[config.mk]
export PLATFORM = sky130hd
export DESIGN_NAME = uint_to_float
export DESIGN_NICKNAME = d
export VERILOG_FILES = /design/src/conv_pkg.sv /design/src/lzc.sv /design/src/norm_pack.sv /design/src/uint_to_float.sv
export SDC_FILE = /design/constraint.sdc
export NUM_CORES = 1
export LEC_CHECK = 0
export ABC_AREA = 1
export ABC_CLOCK_PERIOD_IN_PS = 1200
export BUFFER_PORTS_ARGS = -buffer_cell sky130_fd_sc_hd__buf_2
export CORE_ASPECT_RATIO = 0.5
export CORE_UTILIZATION = 35
export DETAILED_ROUTE_END_ITERATION = 10
export PLACE_DENSITY = 0.57
export SLEW_MARGIN = 30
export SYNTH_ARGS = -nofsm -noshare
export SYNTH_HDL_FRONTEND = slang
export SYNTH_HIERARCHICAL = 1
export SYNTH_SLANG_ARGS = --single-unit
[constraint.sdc]
create_clock -name clk_i -period 1.2 [get_ports clk_i]
set_clock_uncertainty 0.2 [all_clocks]
set_input_delay 0.06 -clock clk_i [delete_from_list [all_inputs] [get_ports clk_i]]
set_output_delay 0.06 -clock clk_i [all_outputs]
set_load 0.005 [all_outputs]
[src/conv_pkg.sv]
// shared widths and vector types for the integer to float converter
// the typedefs describe the default build only, modules size their own ports
// from parameters that start out at these values
package conv_pkg;

  // width of the unsigned integer word presented at the input
  localparam int unsigned DATA_WIDTH = 32;

  // number of fraction bits kept below the hidden one
  // bits further down are dropped by truncation
  localparam int unsigned MANT_WIDTH = 10;

  // an exponent must reach every bit position of the input word,
  // so it needs ceil(log2(DATA_WIDTH)) bits
  localparam int unsigned EXP_WIDTH = $clog2(DATA_WIDTH);

  // the raw integer word
  typedef logic [DATA_WIDTH-1:0] data_t;

  // a bit position or a zero count inside the integer word
  // both share the same range, so one type serves both uses
  typedef logic [EXP_WIDTH-1:0] exp_t;

  // the stored fraction without its hidden leading one
  typedef logic [MANT_WIDTH-1:0] mant_t;

endpackage

[src/lzc.sv]
`timescale 1ns/10ps

// counts zeros from one end of a word up to the first set bit
// MODE 0 scans upward from bit 0 and gives the trailing zero count
// MODE 1 scans downward from the top bit and gives the leading zero count
// in both modes cnt_o is also the index of the first one in the scan order
// empty_o is high for an all-zero word, cnt_o is then meaningless
module lzc #(
  parameter int unsigned WIDTH     = 2,
  // 0 for trailing, 1 for leading
  parameter bit          MODE      = 1'b0,
  // follows from WIDTH, a larger value only widens the count port
  parameter int unsigned CNT_WIDTH = (WIDTH == 1) ? 1 : $clog2(WIDTH)
) (
  input  logic [WIDTH-1:0]     in_i,
  output logic [CNT_WIDTH-1:0] cnt_o,
  output logic                 empty_o
);

  // catches a zero width parameter while the design is being elaborated
  initial begin
    assert (WIDTH > 0) else $fatal(1, "lzc input width must be at least one bit");
  end

  if (WIDTH == 1) begin : gen_single_bit

    // a lone bit is always the first one when it is set
    assign cnt_o   = '0;
    assign empty_o = ~in_i[0];

  end else begin : gen_tree

    // the tree is a complete binary tree with LEVELS levels of nodes
    // the leaf level looks at bit pairs, every level above merges two children
    localparam int unsigned LEVELS    = $clog2(WIDTH);
    localparam int unsigned NUM_NODES = 2**LEVELS - 1;

    // the word in scan order, bit 0 is always the first one looked at
    logic [WIDTH-1:0]                 scan_word;
    // a node is hit when any bit below it is set
    logic [NUM_NODES-1:0]             node_hit;
    // index of the first set bit below a node
    logic [NUM_NODES-1:0][LEVELS-1:0] node_idx;

    // in leading mode the word is mirrored so that the same tree
    // can search from the low end in both modes
    for (genvar b = 0; b < WIDTH; b++) begin : gen_scan
      if (MODE) begin : gen_rev
        assign scan_word[b] = in_i[WIDTH-1-b];
      end else begin : gen_fwd
        assign scan_word[b] = in_i[b];
      end
    end

    // node k of level lvl lives at BASE+k, its children at CHILD+2k and CHILD+2k+1
    for (genvar lvl = 0; lvl < LEVELS; lvl++) begin : gen_level
      localparam int unsigned BASE  = 2**lvl - 1;
      localparam int unsigned CHILD = 2**(lvl+1) - 1;

      for (genvar k = 0; k < 2**lvl; k++) begin : gen_node
        if (lvl == LEVELS - 1) begin : gen_leaf
          if (2*k + 1 < WIDTH) begin : gen_pair
            // the lower bit of the pair wins because it comes first in scan order
            assign node_hit[BASE+k] = scan_word[2*k] | scan_word[2*k+1];
            assign node_idx[BASE+k] = scan_word[2*k] ? LEVELS'(2*k) : LEVELS'(2*k+1);
          end else if (2*k + 1 == WIDTH) begin : gen_odd
            // odd width leaves a single bit in the last pair
            assign node_hit[BASE+k] = scan_word[2*k];
            assign node_idx[BASE+k] = LEVELS'(2*k);
          end else begin : gen_pad
            // leaves beyond the word never report a hit
            assign node_hit[BASE+k] = 1'b0;
            assign node_idx[BASE+k] = '0;
          end
        end else begin : gen_inner
          // the left child covers the lower indices, so it takes priority
          assign node_hit[BASE+k] = node_hit[CHILD+2*k] | node_hit[CHILD+2*k+1];
          assign node_idx[BASE+k] = node_hit[CHILD+2*k] ? node_idx[CHILD+2*k]
                                                        : node_idx[CHILD+2*k+1];
        end
      end
    end

    // the root sums up the whole word
    assign cnt_o   = CNT_WIDTH'(node_idx[0]);
    assign empty_o = ~node_hit[0];

  end

endmodule

[src/norm_pack.sv]
`timescale 1ns/10ps

// turns the two zero counts of an integer word into a normalized float form
// and registers the result for one cycle
// the word is shifted left until its leading one sits at the top bit,
// the bits right below it become the fraction, the hidden one itself is dropped
// all outputs change only on a cycle with valid_i and are held otherwise
module norm_pack
  import conv_pkg::*;
#(
  parameter int unsigned DATA_WIDTH = conv_pkg::DATA_WIDTH,
  parameter int unsigned MANT_WIDTH = conv_pkg::MANT_WIDTH,
  parameter int unsigned EXP_WIDTH  = conv_pkg::EXP_WIDTH
) (
  input  logic                  clk_i,
  input  logic                  rst_n_i,
  input  logic                  valid_i,
  input  logic [DATA_WIDTH-1:0] data_i,
  // number of zeros above the leading one
  input  logic [EXP_WIDTH-1:0]  lead_cnt_i,
  // no bit of data_i is set
  input  logic                  lead_empty_i,
  // number of zeros below the trailing one
  input  logic [EXP_WIDTH-1:0]  trail_cnt_i,
  output logic                  valid_o,
  output logic                  zero_o,
  output logic [EXP_WIDTH-1:0]  exp_o,
  output logic [MANT_WIDTH-1:0] mant_o,
  output logic                  inexact_o
);

  // position of the top bit of the word
  localparam int unsigned TOP_POS = DATA_WIDTH - 1;

  // the bits under the hidden one plus a zero tail as long as the fraction,
  // so that a leading one close to bit 0 still yields a full fraction
  localparam int unsigned EXT_WIDTH = TOP_POS + MANT_WIDTH;

  // word with its leading one moved up to the top bit
  logic [DATA_WIDTH-1:0] norm_word;
  // bits below the hidden one followed by zero padding
  logic [EXT_WIDTH-1:0]  frac_ext;
  // distance from the leading one down to the trailing one
  // one extra bit keeps the subtraction free of wraparound
  logic [EXP_WIDTH:0]    span;

  // next values of the result registers
  logic                  zero_d;
  logic [EXP_WIDTH-1:0]  exp_d;
  logic [MANT_WIDTH-1:0] mant_d;
  logic                  inexact_d;

  // barrel shift by the leading zero count
  // zeros come in from the bottom, which is the padding for short words
  assign norm_word = data_i << lead_cnt_i;

  // drop the hidden one at the top and append zeros below bit 0
  assign frac_ext = {norm_word[DATA_WIDTH-2:0], {MANT_WIDTH{1'b0}}};

  // the leading one sits at TOP_POS minus the leading count
  // and the trailing one sits at the trailing count, so their gap is the difference
  assign span = (EXP_WIDTH+1)'(TOP_POS) - {1'b0, lead_cnt_i} - {1'b0, trail_cnt_i};

  always_comb begin
    // an empty word sets the zero flag and clears everything else
    zero_d    = lead_empty_i;
    exp_d     = '0;
    mant_d    = '0;
    inexact_d = 1'b0;
    if (!lead_empty_i) begin
      // the exponent is the bit position of the leading one, without bias
      exp_d = EXP_WIDTH'(TOP_POS) - lead_cnt_i;
      // the fraction is the top MANT_WIDTH bits under the hidden one
      mant_d = frac_ext[EXT_WIDTH-1 -: MANT_WIDTH];
      // a gap wider than the fraction means the trailing one fell off the end
      inexact_d = (32'(span) > MANT_WIDTH);
    end
  end

  // the valid strobe follows valid_i by one cycle and never stalls
  always_ff @(posedge clk_i or negedge rst_n_i) begin
    if (!rst_n_i) begin
      valid_o <= 1'b0;
    end else begin
      valid_o <= valid_i;
    end
  end

  // result registers load only with a new word and otherwise keep the last result
  // they read zero straight after reset
  always_ff @(posedge clk_i or negedge rst_n_i) begin
    if (!rst_n_i) begin
      zero_o    <= 1'b0;
      exp_o     <= '0;
      mant_o    <= '0;
      inexact_o <= 1'b0;
    end else if (valid_i) begin
      zero_o    <= zero_d;
      exp_o     <= exp_d;
      mant_o    <= mant_d;
      inexact_o <= inexact_d;
    end
  end

endmodule

[src/uint_to_float.sv]
`timescale 1ns/10ps

// unsigned integer to compact float converter with one cycle of latency
// two zero counters look at the same word from both ends in the same cycle,
// the combiner turns both counts into exponent, fraction and flags
// a word may enter every cycle and its result leaves with valid_o one cycle later
module uint_to_float
  import conv_pkg::*;
#(
  parameter int unsigned DATA_WIDTH = conv_pkg::DATA_WIDTH,
  parameter int unsigned MANT_WIDTH = conv_pkg::MANT_WIDTH,
  parameter int unsigned EXP_WIDTH  = conv_pkg::EXP_WIDTH
) (
  input  logic  clk_i,
  input  logic  rst_n_i,
  // one-cycle strobe, data_i holds a word to convert
  input  logic  valid_i,
  input  data_t data_i,
  // result strobe, the fields below are valid only while it is high
  output logic  valid_o,
  output logic  zero_o,
  output exp_t  exp_o,
  output mant_t mant_o,
  output logic  inexact_o
);

  // zeros above the leading one of data_i
  logic [EXP_WIDTH-1:0] lead_cnt;
  // data_i has no set bit
  logic                 lead_empty;
  // zeros below the trailing one of data_i
  logic [EXP_WIDTH-1:0] trail_cnt;

  // leading zero counter, finds the most significant one
  lzc #(
    .WIDTH     (DATA_WIDTH),
    .MODE      (1'b1),
    .CNT_WIDTH (EXP_WIDTH)
  ) lzc_lead (
    .in_i    (data_i),
    .cnt_o   (lead_cnt),
    .empty_o (lead_empty)
  );

  // trailing zero counter, finds the least significant one
  // its empty flag would repeat lead_empty, so it stays open
  lzc #(
    .WIDTH     (DATA_WIDTH),
    .MODE      (1'b0),
    .CNT_WIDTH (EXP_WIDTH)
  ) lzc_trail (
    .in_i    (data_i),
    .cnt_o   (trail_cnt),
    .empty_o ()
  );

  // normalizes, packs and registers the result
  norm_pack #(
    .DATA_WIDTH (DATA_WIDTH),
    .MANT_WIDTH (MANT_WIDTH),
    .EXP_WIDTH  (EXP_WIDTH)
  ) u_norm_pack (
    .clk_i        (clk_i),
    .rst_n_i      (rst_n_i),
    .valid_i      (valid_i),
    .data_i       (data_i),
    .lead_cnt_i   (lead_cnt),
    .lead_empty_i (lead_empty),
    .trail_cnt_i  (trail_cnt),
    .valid_o      (valid_o),
    .zero_o       (zero_o),
    .exp_o        (exp_o),
    .mant_o       (mant_o),
    .inexact_o    (inexact_o)
  );

endmodule

==> impl_metrics.tcl <==
set metrics [dict create \
    violations "negative setup slack" \
    grt_pass1_vias 3649 \
    met3_usage_pct 0.6579 \
    critPathBufInv 4 \
    clock_insertion_delay_worst_skew_ns 0.24 \
    initialDrtViolationCount 265 \
    layout_setup_ws_ns -1.176 \
    finalHoldViolCount 0 \
    pin_count 53 \
    routed_via_density 4.913 \
    vias 4078 \
    groute.usage.overall_pct 23.27 \
    detail_route.first_pass.iterations 5 \
    achievable-frequency_ghz 0.4208 \
    timing.final.max_slew_violations 0 \
    max_stage_delay_ns 0.35 \
    leakage_nw 2.516 \
    power.switching_fraction_pct 38.17 \
    antenna_found_initial 0 \
    cp.arrival_ns 2.31 \
    worst_hold_path_type "input port to async pin" \
    use_met2_pct 33.67 \
    critical_path_class "input port to flip-flop" \
    cp_max_fo 5 \
    root_buffer "sky130_fd_sc_hd__clkbuf_16" \
    fp.dieArea_mm2 0.009444 \
    timing.critical_path.max_delay_family "simple AND/OR/NAND/NOR gates" \
    critPathMostFrequentCell "sky130_fd_sc_hd__nand2_2" \
    antennaDiodeCount 0 \
    post_route_drc 0 \
    power_switching_w 0.001074 \
    final_number_of_setup_violating_endpoints 17 \
    routedWlPerCell_um 12.95 \
    pre_cts_ws_ns -1.540 \
    yosys_warnings 6 \
    num-fill-cells 910 \
    crit_path_start_kind "input port" \
    syn_area_per_cell_um2 5.416 \
    placementRows 24 \
    initial_core_util_pct 36.20 \
    worst_hold_margin_ns 0.07842 \
    post_route_cells_drive_above_1_share_pct 36.47 \
    p_int_w 0.001739 \
    multiInputGateArea_mm2 0.002576 \
    power.density_cell_area_mw_per_mm2 605.7 \
    grtUsageMet1_pct 38.04 \
    dieWidth_um 136.4 \
    grt_max_degree 37 \
    grt_setup_unrepaired "yes" \
    tritoncts_num_sinks 18 \
    syn_to_final_growth_pct 46.80 \
    seq_power_share_pct 25.6 \
    relSlewSlack_pct 72.79 \
    setup-tns-final_ns -13.51 \
    timing.critical_path.slowest_stage_cell "sky130_fd_sc_hd__fa_2" \
    grt_first_pass_wirelength_um 17750 \
    endpoint_required_time_on_the_critical_path_ns 1.13 \
    crit_path_cell_trace "buf_8, nor2_4, nand3_4, nor2_4, nand3_4, clkinv_4, nand2_2, nand2_2, inv_2, ha_4, ha_4, inv_2, fa_2, o21ai_2, xor2_1, nand3_2, nand2_2, nand2_1" \
    mappedNetlistNets 629 \
    period_minus_slack_ns 2.376 \
    power.combinational.fraction_pct 51.8 \
    path_clk_slew_ns 0.05 \
    run_status "complete, but fails checks" \
    cts_inserted_buffers 3 \
    worst-slew-pin-transition_ns 0.4081 \
    finish.utilization_pct 53.14 \
    tritoncts "done" \
    max-cap-violations 0 \
    numPortBuffers 52 \
    pwr-share-clk_pct 22.6 \
    fin_nets 760 \
    post_synth_inst_count 584 \
    synth.cell_area_mm2 0.003163 \
    worst_ir_drop_vdd_uv 764.2 \
    post-dp-hpwl_um 8528 \
    grt.overflow.total 0 \
    layout.area.seq_um2 450.4 \
    antenna_left 0 \
    die_height_um 69.22 \
    post-route-period-util_pct 198.0 \
    placement.cell_area_mm2 0.004143 \
    design_area_mm2 0.004643 \
    placeableCoreArea_mm2 0.008738 \
    wl_um 10750 \
    end_kind "flip-flop" \
    clock_path_buffers 2 \
    cts_max_level 1 \
    grt.busiest_layer "met1" \
    routabilityCongestion 0.9195 \
]
power groups by stage:
stage	combinational [W]	sequential, W	clock (W)
finish	0.00146	0.000720	0.000636
floorplan	0.000802	0.000736	0
global route	0.00163	0.000730	0.000680
CTS	0.00140	0.000721	0.000654
global placement	0.00130	0.000729	0
detailed placement	0.00130	0.000730	0
through the flow:
step                      total power [W]  instances
after floorplan                  0.001538        584
after global placement           0.002029        809
after detailed placement         0.002034        809
after CTS                        0.002774        825
after global routing             0.003043        830
final                            0.002813        830
registers in the layout, indices dropped and copies added (netlist names):
register,count
u_norm_pack/mant_o,10
u_norm_pack/exp_o,5
u_norm_pack/valid_o,1
u_norm_pack/inexact_o,1
u_norm_pack/zero_o,1
cell type report:
type,count,share of cell area [%]
inverters,77,6.548
flip-flops and latches,18,9.701
clock buffers,3,1.617
well taps,117,3.153
repair buffers,148,23.50
multi-input cells,467,55.48
final timing paths:
check,cells past startpoint,to,slack [ns],startpoint
setup reg to reg,2,u_norm_pack/mant_o[0],0.28,u_norm_pack/mant_o[0]
max in group asynchronous,2,u_norm_pack/mant_o[5],0.43,rst_n_i
hold reg to reg,2,u_norm_pack/mant_o[8],0.27,u_norm_pack/mant_o[8]
hold / removal,2,u_norm_pack/zero_o,0.08,rst_n_i
min in group clk_i,5,u_norm_pack/mant_o[8],0.10,valid_i
setup / recovery,18,u_norm_pack/inexact_o,-1.18,data_i[24]
layout by cell type, fill, tap and decap left out, types with 3 or more instances in the layout:
cell type,count
sky130_fd_sc_hd__dfrtp_1,18
sky130_fd_sc_hd__o211ai_1,7
sky130_fd_sc_hd__nand3_4,3
sky130_fd_sc_hd__nor2_2,5
sky130_fd_sc_hd__inv_2,20
sky130_fd_sc_hd__nand3_1,97
sky130_fd_sc_hd__ha_4,6
sky130_fd_sc_hd__buf_4,89
sky130_fd_sc_hd__buf_2,40
sky130_fd_sc_hd__nor2_4,12
sky130_fd_sc_hd__nand2_1,202
sky130_fd_sc_hd__inv_1,54
sky130_fd_sc_hd__o21ai_0,17
sky130_fd_sc_hd__buf_6,14
sky130_fd_sc_hd__buf_8,3
sky130_fd_sc_hd__nor3_4,3
sky130_fd_sc_hd__a21oi_1,17
sky130_fd_sc_hd__o21ai_1,10
sky130_fd_sc_hd__nand2_2,38
sky130_fd_sc_hd__nor2_1,17
sky130_fd_sc_hd__clkbuf_16,3
sky130_fd_sc_hd__nand3_2,7
per-layer routing:
| layer | wire length (um) | share of wire (%) |
|---|---|---|
| met3 | 496 | 4.6 |
| met1 | 5866 | 55 |
| met5 | 0 | 0 |
| met4 | 39 | 0.36 |
| met2 | 4346 | 40 |
timing repair:
item / 4_1_cts / 5_1_grt
gates resized for setup: 61 / 27
hold endpoints to repair: 20 / 0
pin swaps: 31 / 21
hold buffers: 2 / 0
setup buffers: 11 / 5
setup endpoints to repair: 17 / 17
Note: power is estimated with default switching activity, not from simulation.
